==> config.mk <==
export PLATFORM = sky130hd
export DESIGN_NAME = srt_div_top
export DESIGN_NICKNAME = d
export VERILOG_FILES = /design/src/source/srt_pkg.sv /design/src/source/srt_apb_regs.sv /design/src/source/srt_div_top.sv /design/src/source/srt_postcorrect.sv /design/src/source/srt_prenorm.sv /design/src/source/srt_qds.sv /design/src/source/srt_stage.sv
export SDC_FILE = /design/constraint.sdc
export NUM_CORES = 2
export LEC_CHECK = 0
export BUFFER_PORTS_ARGS = -buffer_cell sky130_fd_sc_hd__buf_2
export CAP_MARGIN = 20
export CORE_ASPECT_RATIO = 0.9
export CORE_MARGIN = 2
export CORE_UTILIZATION = 60
export DETAILED_ROUTE_END_ITERATION = 7
export PLACE_DENSITY = 0.73
export SETUP_SLACK_MARGIN = 0.02
export SYNTH_ARGS = -nofsm -noshare
export SYNTH_HDL_FRONTEND = slang
export SYNTH_SLANG_ARGS = --single-unit
==> constraint.sdc <==
create_clock -name clk -period 12.2 [get_ports clk]
set_input_delay 0.61 -clock clk [delete_from_list [all_inputs] [get_ports clk]]
set_output_delay 0.61 -clock clk [all_outputs]
set_load 0.01 [all_outputs]
==> src/source/srt_pkg.sv <==
`default_nettype none

package srt_pkg;

	parameter int APB_DATA_W = 32;	// apb bus width
	parameter int EST_W = 5;	// qds estimate index width

	// radix-4 digit with the sign in the top bit
	typedef enum logic [2:0] {
		QD_ZERO = 3'b000,
		QD_POS1 = 3'b001,
		QD_POS2 = 3'b010,
		QD_NEG2 = 3'b110,
		QD_NEG1 = 3'b111
	} qdigit_e;

	// apb word offsets
	typedef enum logic [7:0] {
		ADDR_DIVIDEND = 8'h00,
		ADDR_DIVISOR = 8'h04,	// write launches
		ADDR_STATUS = 8'h08,
		ADDR_RESULT = 8'h0C	// read pops fifo
	} reg_addr_e;

endpackage

`default_nettype wire

==> src/source/srt_apb_regs.sv <==
`timescale 1ns/10ps
`default_nettype none

module srt_apb_regs import srt_pkg::*; #(
	parameter int DATA_WIDTH = 16,
	parameter int FIFO_DEPTH = 4
) (
	input logic clk,
	input logic arst_n,
	input logic psel,
	input logic penable,
	input logic pwrite,
	input logic [7:0] paddr,
	input logic [APB_DATA_W-1:0] pwdata,
	output logic [APB_DATA_W-1:0] prdata,
	output logic pready,
	output logic pslverr,
	output logic launch,
	output logic [DATA_WIDTH-1:0] dividend,
	output logic [DATA_WIDTH-1:0] divisor,
	input logic res_valid,
	input logic [DATA_WIDTH-1:0] quotient,
	input logic [DATA_WIDTH-1:0] remainder,
	input logic res_dbz
);

	localparam int CNT_W = $clog2(FIFO_DEPTH + 1);
	localparam int PTR_W = $clog2(FIFO_DEPTH);
	localparam int ENT_W = 2 * DATA_WIDTH + 1;

	logic access;
	logic wr_div;
	logic rd_res;
	logic credits_full;			// no room for another result
	logic pop;
	logic empty;
	logic [CNT_W-1:0] in_flight;
	logic [CNT_W-1:0] count;
	logic [PTR_W-1:0] wr_ptr;
	logic [PTR_W-1:0] rd_ptr;
	logic [ENT_W-1:0] mem [FIFO_DEPTH];	// {dbz, rem, quot}
	logic [ENT_W-1:0] head;

	assign access = psel & penable;
	assign wr_div = access & pwrite & (paddr == ADDR_DIVISOR);
	assign rd_res = access & ~pwrite & (paddr == ADDR_RESULT);
	assign empty = (count == '0);
	assign credits_full = (int'(in_flight) + int'(count)) >= FIFO_DEPTH;
	assign launch = wr_div & ~credits_full;
	assign divisor = pwdata[DATA_WIDTH-1:0];
	assign pop = rd_res & ~empty;
	assign head = mem[rd_ptr];
	assign pready = 1'b1;			// zero wait states
	assign pslverr = (wr_div & credits_full) | (rd_res & empty);

	always_ff @(posedge clk) begin
		if (access && pwrite && paddr == ADDR_DIVIDEND)
			dividend <= pwdata[DATA_WIDTH-1:0];
		if (res_valid)
			mem[wr_ptr] <= {res_dbz, remainder, quotient};
	end

	always_ff @(posedge clk or negedge arst_n) begin
		if (!arst_n) begin
			in_flight <= '0;
			count <= '0;
			wr_ptr <= '0;
			rd_ptr <= '0;
		end else begin
			in_flight <= in_flight + CNT_W'(launch) - CNT_W'(res_valid);
			count <= count + CNT_W'(res_valid) - CNT_W'(pop);
			if (res_valid)
				wr_ptr <= (wr_ptr == PTR_W'(FIFO_DEPTH - 1)) ? '0 : wr_ptr + 1'b1;
			if (pop)
				rd_ptr <= (rd_ptr == PTR_W'(FIFO_DEPTH - 1)) ? '0 : rd_ptr + 1'b1;
		end
	end

	always_comb begin
		prdata = '0;
		case (paddr)
			ADDR_DIVIDEND: prdata = APB_DATA_W'(dividend);
			ADDR_STATUS: prdata = {24'b0, 4'(count), 2'b0, head[ENT_W-1] & ~empty, ~empty};
			ADDR_RESULT: begin
				if (!empty)
					prdata = {16'(head[ENT_W-2:DATA_WIDTH]), 16'(head[DATA_WIDTH-1:0])};
			end
			default: prdata = '0;
		endcase
	end

endmodule

`default_nettype wire

==> src/source/srt_div_top.sv <==
`timescale 1ns/10ps
`default_nettype none

module srt_div_top import srt_pkg::*; #(
	parameter int DATA_WIDTH = 16,
	parameter int FIFO_DEPTH = 4
) (
	input logic clk,
	input logic arst_n,
	input logic psel,
	input logic penable,
	input logic pwrite,
	input logic [7:0] paddr,
	input logic [APB_DATA_W-1:0] pwdata,
	output logic [APB_DATA_W-1:0] prdata,
	output logic pready,
	output logic pslverr
);

	localparam int NUM_STAGES = DATA_WIDTH / 2 + 1;	// one extra for the guard bits
	localparam int R_W = DATA_WIDTH + 4;
	localparam int Q_W = DATA_WIDTH + 2;
	localparam int SH_W = $clog2(DATA_WIDTH);

	logic launch;
	logic [DATA_WIDTH-1:0] dividend;
	logic [DATA_WIDTH-1:0] divisor;
	logic res_valid;
	logic [DATA_WIDTH-1:0] quotient;
	logic [DATA_WIDTH-1:0] remainder;
	logic res_dbz;

	// pipeline chain, index 0 is the prenorm output
	logic v_c [NUM_STAGES+1];
	logic [R_W-1:0] rem_c [NUM_STAGES+1];
	logic [DATA_WIDTH-1:0] div_c [NUM_STAGES+1];
	logic [Q_W-1:0] q_c [NUM_STAGES+1];
	logic [Q_W-1:0] qm_c [NUM_STAGES+1];
	logic [SH_W-1:0] sh_c [NUM_STAGES+1];
	logic dbz_c [NUM_STAGES+1];
	logic [DATA_WIDTH-1:0] dvd_c [NUM_STAGES+1];

	assign q_c[0] = '0;
	assign qm_c[0] = '1;	// q - 1 for q = 0

	srt_apb_regs #(.DATA_WIDTH(DATA_WIDTH), .FIFO_DEPTH(FIFO_DEPTH)) u_apb_regs (
		.clk(clk), .arst_n(arst_n),
		.psel(psel), .penable(penable), .pwrite(pwrite), .paddr(paddr),
		.pwdata(pwdata), .prdata(prdata), .pready(pready), .pslverr(pslverr),
		.launch(launch), .dividend(dividend), .divisor(divisor),
		.res_valid(res_valid), .quotient(quotient), .remainder(remainder),
		.res_dbz(res_dbz)
	);

	srt_prenorm #(.DATA_WIDTH(DATA_WIDTH)) u_prenorm (
		.clk(clk), .arst_n(arst_n),
		.launch(launch), .dividend(dividend), .divisor(divisor),
		.valid(v_c[0]), .rem(rem_c[0]), .div_norm(div_c[0]),
		.shift(sh_c[0]), .dbz(dbz_c[0]), .dividend_q(dvd_c[0])
	);

	for (genvar g = 0; g < NUM_STAGES; g++) begin : g_stage
		srt_stage #(.DATA_WIDTH(DATA_WIDTH), .STAGE(g)) u_stage (
			.clk(clk), .arst_n(arst_n),
			.in_valid(v_c[g]), .in_rem(rem_c[g]), .in_div(div_c[g]),
			.in_q(q_c[g]), .in_qm(qm_c[g]), .in_shift(sh_c[g]),
			.in_dbz(dbz_c[g]), .in_dividend(dvd_c[g]),
			.out_valid(v_c[g+1]), .out_rem(rem_c[g+1]), .out_div(div_c[g+1]),
			.out_q(q_c[g+1]), .out_qm(qm_c[g+1]), .out_shift(sh_c[g+1]),
			.out_dbz(dbz_c[g+1]), .out_dividend(dvd_c[g+1])
		);
	end

	srt_postcorrect #(.DATA_WIDTH(DATA_WIDTH)) u_postcorrect (
		.clk(clk), .arst_n(arst_n),
		.in_valid(v_c[NUM_STAGES]), .in_rem(rem_c[NUM_STAGES]),
		.in_div(div_c[NUM_STAGES]), .in_q(q_c[NUM_STAGES]), .in_qm(qm_c[NUM_STAGES]),
		.in_shift(sh_c[NUM_STAGES]), .in_dbz(dbz_c[NUM_STAGES]),
		.in_dividend(dvd_c[NUM_STAGES]),
		.res_valid(res_valid), .quotient(quotient), .remainder(remainder),
		.res_dbz(res_dbz)
	);

endmodule

`default_nettype wire

==> src/source/srt_postcorrect.sv <==
`timescale 1ns/10ps
`default_nettype none

module srt_postcorrect #(
	parameter int DATA_WIDTH = 16
) (
	input logic clk,
	input logic arst_n,
	input logic in_valid,
	input logic [DATA_WIDTH+3:0] in_rem,
	input logic [DATA_WIDTH-1:0] in_div,
	input logic [DATA_WIDTH+1:0] in_q,
	input logic [DATA_WIDTH+1:0] in_qm,
	input logic [$clog2(DATA_WIDTH)-1:0] in_shift,
	input logic in_dbz,
	input logic [DATA_WIDTH-1:0] in_dividend,
	output logic res_valid,
	output logic [DATA_WIDTH-1:0] quotient,
	output logic [DATA_WIDTH-1:0] remainder,
	output logic res_dbz
);

	localparam int R_W = DATA_WIDTH + 4;

	logic rem_neg;
	logic [R_W-1:0] rem_fix;		// non-negative remainder, still aligned
	logic [DATA_WIDTH+1:0] q_fix;
	logic [DATA_WIDTH-1:0] rem_sh;

	assign rem_neg = in_rem[R_W-1];
	assign rem_fix = rem_neg ? (in_rem + R_W'(in_div)) : in_rem;
	assign q_fix = rem_neg ? in_qm : in_q;	// qm is q - 1
	assign rem_sh = rem_fix[DATA_WIDTH-1:0] >> in_shift;	// undo the alignment

	always_ff @(posedge clk or negedge arst_n) begin
		if (!arst_n)
			res_valid <= 1'b0;
		else
			res_valid <= in_valid;
	end

	always_ff @(posedge clk) begin
		res_dbz <= in_dbz;
		if (in_dbz) begin
			quotient <= '1;
			remainder <= in_dividend;
		end else begin
			quotient <= q_fix[DATA_WIDTH-1:0];
			remainder <= rem_sh;
		end
	end

endmodule

`default_nettype wire

==> src/source/srt_prenorm.sv <==
`timescale 1ns/10ps
`default_nettype none

module srt_prenorm #(
	parameter int DATA_WIDTH = 16
) (
	input logic clk,
	input logic arst_n,
	input logic launch,
	input logic [DATA_WIDTH-1:0] dividend,
	input logic [DATA_WIDTH-1:0] divisor,
	output logic valid,
	output logic [DATA_WIDTH+3:0] rem,
	output logic [DATA_WIDTH-1:0] div_norm,
	output logic [$clog2(DATA_WIDTH)-1:0] shift,
	output logic dbz,
	output logic [DATA_WIDTH-1:0] dividend_q
);

	localparam int R_W = DATA_WIDTH + 4;
	localparam int SH_W = $clog2(DATA_WIDTH);

	logic [SH_W-1:0] lz;			// leading zeros of divisor
	logic found;
	logic [2*DATA_WIDTH-1:0] x_sh;		// aligned dividend
	logic [R_W-1:0] rem_init;

	always_comb begin
		lz = '0;
		found = 1'b0;
		for (int i = DATA_WIDTH - 1; i >= 0; i--) begin
			if (divisor[i])
				found = 1'b1;
			else if (!found)
				lz = lz + 1'b1;
		end
	end

	assign x_sh = {{DATA_WIDTH{1'b0}}, dividend} << lz;

	// top part of the aligned dividend, two guard bits down;
	// the low DATA_WIDTH+2 bits are fed in by the stages
	assign rem_init = R_W'(x_sh >> (DATA_WIDTH + 2));

	always_ff @(posedge clk or negedge arst_n) begin
		if (!arst_n)
			valid <= 1'b0;
		else
			valid <= launch;
	end

	always_ff @(posedge clk) begin
		if (launch) begin
			rem <= rem_init;
			div_norm <= divisor << lz;
			shift <= lz;
			dbz <= (divisor == '0);
			dividend_q <= dividend;
		end
	end

endmodule

`default_nettype wire

==> src/source/srt_qds.sv <==
`timescale 1ns/10ps
`default_nettype none

module srt_qds import srt_pkg::*; (
	input logic [EST_W-1:0] r_idx,	// 4r estimate, two's complement, 3 frac bits
	input logic [EST_W-1:0] d_idx,	// divisor estimate, 1xxx
	output qdigit_e quotient
);

	logic r_neg;			// remainder sign
	logic [EST_W-1:0] r_mag;	// remainder magnitude
	logic [EST_W-1:0] thr_lo;	// below this the digit is 0
	logic [EST_W-1:0] thr_hi;	// at or above this the digit is 2
	logic is_zero;
	logic is_two;

	assign r_neg = r_idx[EST_W-1];
	assign r_mag = r_neg ? (~r_idx + 1'b1) : r_idx;

	// thresholds per divisor row; negative side sits one step higher
	// because the truncated estimate rounds toward minus infinity
	always_comb begin
		case (d_idx[3:0])
			4'b1000: begin
				thr_lo = r_neg ? 5'd3 : 5'd2;
				thr_hi = r_neg ? 5'd7 : 5'd6;
			end
			4'b1001: begin
				thr_lo = r_neg ? 5'd3 : 5'd2;
				thr_hi = r_neg ? 5'd8 : 5'd7;
			end
			4'b1010: begin
				thr_lo = r_neg ? 5'd4 : 5'd3;
				thr_hi = r_neg ? 5'd9 : 5'd8;
			end
			4'b1011: begin
				thr_lo = r_neg ? 5'd4 : 5'd3;
				thr_hi = 5'd9;
			end
			4'b1100: begin
				thr_lo = r_neg ? 5'd5 : 5'd4;
				thr_hi = 5'd10;
			end
			4'b1101: begin
				thr_lo = r_neg ? 5'd5 : 5'd4;
				thr_hi = r_neg ? 5'd11 : 5'd10;
			end
			4'b1110: begin
				thr_lo = r_neg ? 5'd5 : 5'd4;
				thr_hi = 5'd11;
			end
			4'b1111: begin
				thr_lo = r_neg ? 5'd5 : 5'd4;
				thr_hi = 5'd12;
			end
			default: begin	// unnormalised divisor, force zero
				thr_lo = 5'd31;
				thr_hi = 5'd31;
			end
		endcase
	end

	assign is_zero = (r_mag < thr_lo);
	assign is_two = (r_mag >= thr_hi);

	always_comb begin
		if (is_zero)
			quotient = QD_ZERO;	// never a negative zero
		else if (is_two)
			quotient = r_neg ? QD_NEG2 : QD_POS2;
		else
			quotient = r_neg ? QD_NEG1 : QD_POS1;
	end

endmodule

`default_nettype wire

==> src/source/srt_stage.sv <==
`timescale 1ns/10ps
`default_nettype none

module srt_stage import srt_pkg::*; #(
	parameter int DATA_WIDTH = 16,
	parameter int STAGE = 0
) (
	input logic clk,
	input logic arst_n,
	input logic in_valid,
	input logic [DATA_WIDTH+3:0] in_rem,
	input logic [DATA_WIDTH-1:0] in_div,
	input logic [DATA_WIDTH+1:0] in_q,
	input logic [DATA_WIDTH+1:0] in_qm,
	input logic [$clog2(DATA_WIDTH)-1:0] in_shift,
	input logic in_dbz,
	input logic [DATA_WIDTH-1:0] in_dividend,
	output logic out_valid,
	output logic [DATA_WIDTH+3:0] out_rem,
	output logic [DATA_WIDTH-1:0] out_div,
	output logic [DATA_WIDTH+1:0] out_q,
	output logic [DATA_WIDTH+1:0] out_qm,
	output logic [$clog2(DATA_WIDTH)-1:0] out_shift,
	output logic out_dbz,
	output logic [DATA_WIDTH-1:0] out_dividend
);

	localparam int R_W = DATA_WIDTH + 4;
	localparam int Q_W = DATA_WIDTH + 2;
	localparam int BIT_POS = DATA_WIDTH + 1 - 2 * STAGE;	// dividend bits fed here

	logic [2*DATA_WIDTH-1:0] x_sh;
	logic [R_W-1:0] w;			// 4r plus fed bits
	logic signed [6:0] r_top;		// wide estimate before saturation
	logic [EST_W-1:0] r_idx;
	logic [EST_W-1:0] d_idx;
	logic [R_W-1:0] d_ext;
	qdigit_e digit;
	logic [R_W-1:0] rem_next;
	logic [Q_W-1:0] q_next;
	logic [Q_W-1:0] qm_next;

	assign x_sh = {{DATA_WIDTH{1'b0}}, in_dividend} << in_shift;
	assign w = {in_rem[R_W-3:0], x_sh[BIT_POS -: 2]};
	assign r_top = $signed(w[R_W-1:DATA_WIDTH-3]);

	// clamp to +-15 so the magnitude fits four bits
	always_comb begin
		if (r_top > 7'sd15)
			r_idx = 5'sd15;
		else if (r_top < -7'sd15)
			r_idx = 5'b10001;
		else
			r_idx = r_top[EST_W-1:0];
	end

	assign d_idx = {1'b0, in_div[DATA_WIDTH-1 -: 4]};
	assign d_ext = R_W'(in_div);

	srt_qds u_qds (
		.r_idx(r_idx),
		.d_idx(d_idx),
		.quotient(digit)
	);

	// next remainder and on-the-fly quotient update
	always_comb begin
		case (digit)
			QD_POS1: begin
				rem_next = w - d_ext;
				q_next = {in_q[Q_W-3:0], 2'd1};
				qm_next = {in_q[Q_W-3:0], 2'd0};
			end
			QD_POS2: begin
				rem_next = w - (d_ext << 1);
				q_next = {in_q[Q_W-3:0], 2'd2};
				qm_next = {in_q[Q_W-3:0], 2'd1};
			end
			QD_NEG1: begin
				rem_next = w + d_ext;
				q_next = {in_qm[Q_W-3:0], 2'd3};
				qm_next = {in_qm[Q_W-3:0], 2'd2};
			end
			QD_NEG2: begin
				rem_next = w + (d_ext << 1);
				q_next = {in_qm[Q_W-3:0], 2'd2};
				qm_next = {in_qm[Q_W-3:0], 2'd1};
			end
			default: begin
				rem_next = w;
				q_next = {in_q[Q_W-3:0], 2'd0};
				qm_next = {in_qm[Q_W-3:0], 2'd3};
			end
		endcase
	end

	always_ff @(posedge clk or negedge arst_n) begin
		if (!arst_n)
			out_valid <= 1'b0;
		else
			out_valid <= in_valid;
	end

	always_ff @(posedge clk) begin
		out_rem <= rem_next;
		out_div <= in_div;
		out_q <= q_next;
		out_qm <= qm_next;
		out_shift <= in_shift;
		out_dbz <= in_dbz;
		out_dividend <= in_dividend;
	end

endmodule

`default_nettype wire

### Yosys cells after proc, flatten, opt, wreduce, memory -nomap -nowiden

Memories as Yosys holds them, arrays and structs flattened.
Index checks and enable logic that the tools add are counted.

* add/sub/neg operators: 68
* multiplexer cells: 224
* equal/unequal tests: 113
* $lt $le $gt $ge: 37
* shift-type cells: 12
* bitwise gates (word level): 23
* reductions and logical operators: 32

Operators with widths (count)
* $pmux 18 s4: 8
* $pmux 5 s8: 9
* $eq 4x4->1 const B: 72
* $mux 4: 39
* $mux 3: 45
* $mux 5: 27
* $pmux 5 s3: 9
* $pmux 16 s4: 2
* $add 18x16->18: 7
* $add 18x17->18: 7
* $sub 18x16->18: 7
* $sub 18x17->18: 7
* $pmux 14 s4: 2
* $pmux 12 s4: 2
* $pmux 32 s3: 1
* $pmux 10 s4: 2
* $pmux 20 s4: 1
* $pmux 8 s4: 2
* $mux 1: 63
* $add 4x1->4 const B: 14
* $gt 7x5->1 const B: 8
* $lt 7x5->1 const B: 8
* $eq 3x3->1 const B: 18
* $mux 16: 3
* other kinds (51): 146

* memories: 1
* RAM bits: 132
* flip-flop bits (word level): 762
* input bits: 45

Memories
* u_apb_regs.mem: words 4, bits a word 33, read ports 1, clocked after memory_dff 0, write ports 1, line srt_apb_regs.sv:41 `logic [ENT_W-1:0] mem [FIFO_DEPTH];`

### Logic depth before layout (Yosys ltp)

* word-level depth: 47
* depth in mapped cells: 44

### Cells and area by module

From an unflattened synthesis, not the netlist that was laid out.

* cells, all modules: 6802
* area total of the unflattened synthesis: 65321.4 sq um

By module, submodules not included
* srt_apb_regs: area an instance 6441.2 sq um, times used 1, cells an instance 326
* srt_stage at g_stage[1].u_stage: area an instance 5576.6 sq um, times used 1, cells an instance 584
* srt_stage at g_stage[2].u_stage: area an instance 5506.5 sq um, times used 1, cells an instance 591
* srt_stage at g_stage[0].u_stage: area an instance 5340.1 sq um, times used 1, cells an instance 564
* srt_stage at g_stage[3].u_stage: area an instance 5291.3 sq um, times used 1, cells an instance 564
* srt_stage at g_stage[6].u_stage: area an instance 5265.0 sq um, times used 1, cells an instance 583
* srt_stage at g_stage[4].u_stage: area an instance 5256.3 sq um, times used 1, cells an instance 558
* srt_stage at g_stage[7].u_stage: area an instance 5255.0 sq um, times used 1, cells an instance 576
* srt_stage at g_stage[5].u_stage: area an instance 5187.5 sq um, times used 1, cells an instance 547
* srt_stage at g_stage[8].u_stage: area an instance 5048.6 sq um, times used 1, cells an instance 543
* srt_qds: area an instance 450.4 sq um, times used 9, cells an instance 60
* srt_prenorm: area an instance 3931.3 sq um, times used 1, cells an instance 436
* srt_postcorrect: area an instance 3160.5 sq um, times used 1, cells an instance 388
* srt_div_top: area an instance 7.5 sq um, times used 1, cells an instance 2

### Worst setup path before layout

OpenSTA, ideal clock, no wires.

* kind: in2reg
* start point: input port pwdata[15]
* end point: register u_prenorm.div_norm[14] (data pin)
* arrival: 9.063 ns
* buffers on the path: 1
* data required time: 11.931 ns
* slack: 2.868 ns
* setup time: 0.269 ns
* cell stages on the path: 42
* cells stage by stage: or2_2 -> inv_1 -> ha_1 -> nand3b_1 -> a21boi_2 -> inv_2 -> ha_1 -> o41ai_1 -> ha_1 -> mux2_2 -> mux2_2 -> or3_1 -> a21oi_1 -> ha_1 -> mux2i_1 -> o2111ai_1 -> o41ai_1 -> a21boi_0 -> (+6 left out) -> ha_1 -> mux2_2 -> mux2i_1 -> o2111a_1 -> a21oi_1 -> o21a_1 -> o21ai_0 -> ha_1 -> nor3_1 -> nor2_1 -> ha_1 -> nor2b_1 -> a2111oi_1 -> nor2_1 -> buf_2 -> mux2_2 -> a221oi_1 -> mux2i_1

* word-level cells in the longest chain between the ends: 47

RTL lines
* from (decl): line srt_div_top.sv:14 `input logic [APB_DATA_W-1:0] pwdata,`
* $mux 1: line srt_prenorm.sv:32 `if (divisor[i])`
* $add 1x1->2: line srt_prenorm.sv:35 `lz = lz + 1'b1;`
* $mux 4: line srt_prenorm.sv:34 `else if (!found)`
* $mux 4: line srt_prenorm.sv:32
* $add 4x1->4: line srt_prenorm.sv:35
* $mux 4: line srt_prenorm.sv:34
* $mux 4: line srt_prenorm.sv:32
* $add 4x1->4: line srt_prenorm.sv:35
* (+31 left out)
* $mux 4: line srt_prenorm.sv:32
* $add 4x1->4: line srt_prenorm.sv:35
* $mux 4: line srt_prenorm.sv:34
* $mux 4: line srt_prenorm.sv:32
* $add 4x1->4: line srt_prenorm.sv:35
* $mux 4: line srt_prenorm.sv:34
* $mux 4: line srt_prenorm.sv:32
* $shl 16x4->16 *: line srt_prenorm.sv:55 `div_norm <= divisor << lz;`
* to (signal assigned): line srt_prenorm.sv:55
* to (decl): line srt_prenorm.sv:14 `output logic [DATA_WIDTH-1:0] div_norm,`

Mark *: on every way between the ends. The rest lies on a longest branch, timed or not.
A chain may end at the register's enable or synchronous reset.

### Worst setup path in the final report

Same ends and word-level chain as after synthesis.

==> impl_metrics.env <==
export IMPL_status="finished, final reports clean"
export IMPL_ys_ff_latch=890
export IMPL_cap_violations=0
export IMPL_power_switching_uw=2200
export IMPL_clock_path_buffers=3
export IMPL_pin_count=79
export IMPL_yosysUniqueCellTypes=96
export IMPL_place_area_um2=52300
export IMPL_cellPowerDensity_nw_per_um2=139
export IMPL_fp_dieArea_um2=87500
export IMPL_critPathTopFamily="compound AO/OA/AOI/OAI gates"
export IMPL_drc=0
export IMPL_synth_nets=5925
export IMPL_portBuffers=61
export IMPL_rsz0062_at_grt="false"
export IMPL_grt_pass1_wl_mm=189
export IMPL_vias_per_cell=5.89
export IMPL_end_kind="flop"
export IMPL_avgSynthCellArea_um2=9.37
export IMPL_start_util=0.606
export IMPL_antenna_found_initial=0
export IMPL_final_hold_viol_count=0
export IMPL_nFillCells=6741
export IMPL_synth_cells=5450
export IMPL_max_freq_mhz=99.2
export IMPL_worst_pin_slew_ns=1.05
export IMPL_postCtsHoldBufs=1
export IMPL_irDropWorstVdd_v=0.000123
export IMPL_drt_wl_total_mm=115
export IMPL_route_vias_total=39050
export IMPL_finClkSkew_ns=0.0397
export IMPL_dieWidth_um=312
export IMPL_slew_violations=0
export IMPL_power_frac_clock=0.363
export IMPL_synth_edf_count=198
export IMPL_synth_async_reset_ratio=0.0236
export IMPL_placementRows=101
export IMPL_final_area_um2=55400
export IMPL_placedCellCount=6466
export IMPL_die_h_um=281
export IMPL_cts_sinks=890
export IMPL_path_buf_inv=4
export IMPL_fin_nets=5901
export IMPL_first_pass_iters=6
export IMPL_antenna_cells=0
export IMPL_min_path_type="in2reg"
export IMPL_grt_max_degree=58
export IMPL_min_period_ns=10.08
export IMPL_clock_latency_ns=0.67
export IMPL_grt_usage=0.260
export IMPL_final_cell_mix="670 x dfxtp_1, 548 x nor2_1, 456 x nand2_1"
export IMPL_cts_resized_gates=0
export IMPL_hpwl_mm=85.1
export IMPL_stdcell_count=6631
export IMPL_p_comb_frac=0.199
export IMPL_netlist_area_um2=51100
export IMPL_criticalPathCategory="in2reg"
export IMPL_grt_overflow=0
export IMPL_drtIter0Drc=2786
export IMPL_gp_congestion=0.891
export IMPL_p_int_uw=5480
export IMPL_grt_pass1_vias=37888
export IMPL_finalCritPeriodShare=0.826
export IMPL_finalSetupViolations=0
export IMPL_post_cts_setup_buffers=0
export IMPL_ys_warn_count=0
export IMPL_holdWs_ns=0.255
export IMPL_critPathRequiredTime_ns=12.59
export IMPL_antenna_left=0
export IMPL_cts_tree="built"
export IMPL_final_common_cell="dfxtp_1"
export IMPL_arrival_ns=10.48
export IMPL_p_total_uw=7680
export IMPL_p_leak_uw=0.0232
export IMPL_finalSetupTns_ns=0
export IMPL_root_buffer="clkbuf_16"
export IMPL_cts_clk_slew_worst_paths_ns=0.06
export IMPL_slowest_stage="a2111oi_1"
export IMPL_ys_seq_area_frac=0.390
export IMPL_swShare=0.286
export IMPL_drive_gt1_frac=0.102
export IMPL_synthFlopType="dfxtp_1"
export IMPL_crit_fanout=30
export IMPL_syn_to_final_growth_pct=8.51
export IMPL_core_um2=84300
export IMPL_worst_path_most_repeated_cell="ha_1"
export IMPL_avgRoutedWirePerCell_um=17.4
export IMPL_cp_start_kind="input pin"
export IMPL_pwr_share_seq=0.438
export IMPL_max_stage_delay_ns=0.70
export IMPL_relSlewSlack=0.299
export IMPL_htreeDepth=3
export IMPL_cts_buffers=87
flip-flops by register name, indices dropped and copies added (netlist names), 36 cells and up:
| register | count |
|---|---|
| g_stage.u_stage.out_rem | 161 |
| g_stage.u_stage.out_div | 144 |
| g_stage.u_stage.out_dividend | 144 |
| u_apb_regs.mem | 132 |
| g_stage.u_stage.out_q | 72 |
| g_stage.u_stage.out_qm | 72 |
| g_stage.u_stage.out_shift | 36 |
cells by family (layout without fill, tap and decap cells):
logic type	count (synthesis)	count (layout)	synth area share
compound gates	1202	1202	0.147
other cells	1	1	0.0000734
xor+xnor	491	491	0.0848
flops	890	890	0.390
fa+ha+maj	430	430	0.108
mux	311	311	0.0816
buf+inv	422	470	0.0315
simple gates	1703	1703	0.157
power by group through the flow:
stage                     Sequential (uW)  Clock, uW  Combinational (uW)
after floorplan                      3360          0                1220
after global placement               3410          0                1470
after detailed placement             3420          0                1500
after CTS                            3360       2830                1520
after global routing                 3380       2950                1720
final                                3360       2780                1530
cell type report:
type | count | area, um^2 | share of cell area
multi-input cells | 4138 | 29600 | 0.534
well taps | 1133 | 1420 | 0.0256
repair buffers | 107 | 666 | 0.0120
clock inverters | 47 | 577 | 0.0104
flip-flops and latches | 890 | 19900 | 0.359
inverters | 202 | 761 | 0.0137
clock buffers | 114 | 2490 | 0.0449
per-layer routing:
metal  track usage  share of wire  vias to the layer above
met5             0              0                        -
met4        0.0793          0.026                        0
met3        0.0314          0.046                      228
met2         0.451           0.48                      968
met1         0.340           0.45                    18507
li1              -              -                    19347
synth_stat cells, types with 72 or more instances:
cell / instances / area, um^2
clkbuf_1: 188 / 706
xnor2_1: 282 / 2470
o21ai_0: 240 / 1200
nand2b_1: 77 / 482
ha_1: 410 / 5130
nand3_1: 72 / 360
mux2_2: 148 / 1670
inv_1: 194 / 728
mux2i_1: 92 / 921
edfxtp_1: 198 / 5950
a21o_1: 75 / 563
nor2b_1: 96 / 601
nor2_1: 551 / 2070
nand2_1: 456 / 1710
nor3_1: 135 / 676
a21oi_1: 429 / 2150
dfxtp_1: 671 / 13400
xor2_1: 207 / 1810
metrics by stage:
stage | worst slack [ns] | utilization
final | 2.12 | 0.658
after global routing | 1.58 | 0.658
after CTS | 2.29 | 0.657
after detailed placement | 1.60 | 0.621
after global placement | 1.79 | 0.621
after floorplan | 2.87 | -
path summary, 6_finish.rpt:
check / cells after the start / startpoint / slack, ns / end
worst max-delay path: 43 / pwdata[15] / 2.12 / u_prenorm.div_norm[14]
worst min-delay path: 1 / pwdata[2] / 0.26 / u_apb_regs.dividend[2]
worst max register to register: 29 / g_stage[7].u_stage.out_rem[12] / 4.81 / g_stage[8].u_stage.out_rem[19]
worst min register to register: 0 / g_stage[6].u_stage.out_dividend[14] / 0.31 / g_stage[7].u_stage.out_dividend[14]
max in group asynchronous: 2 / arst_n / 11.38 / u_apb_regs.rd_ptr[0]
min in group asynchronous: 2 / arst_n / 0.46 / g_stage[8].u_stage.out_valid
Note: power is estimated with default switching activity, not from simulation.
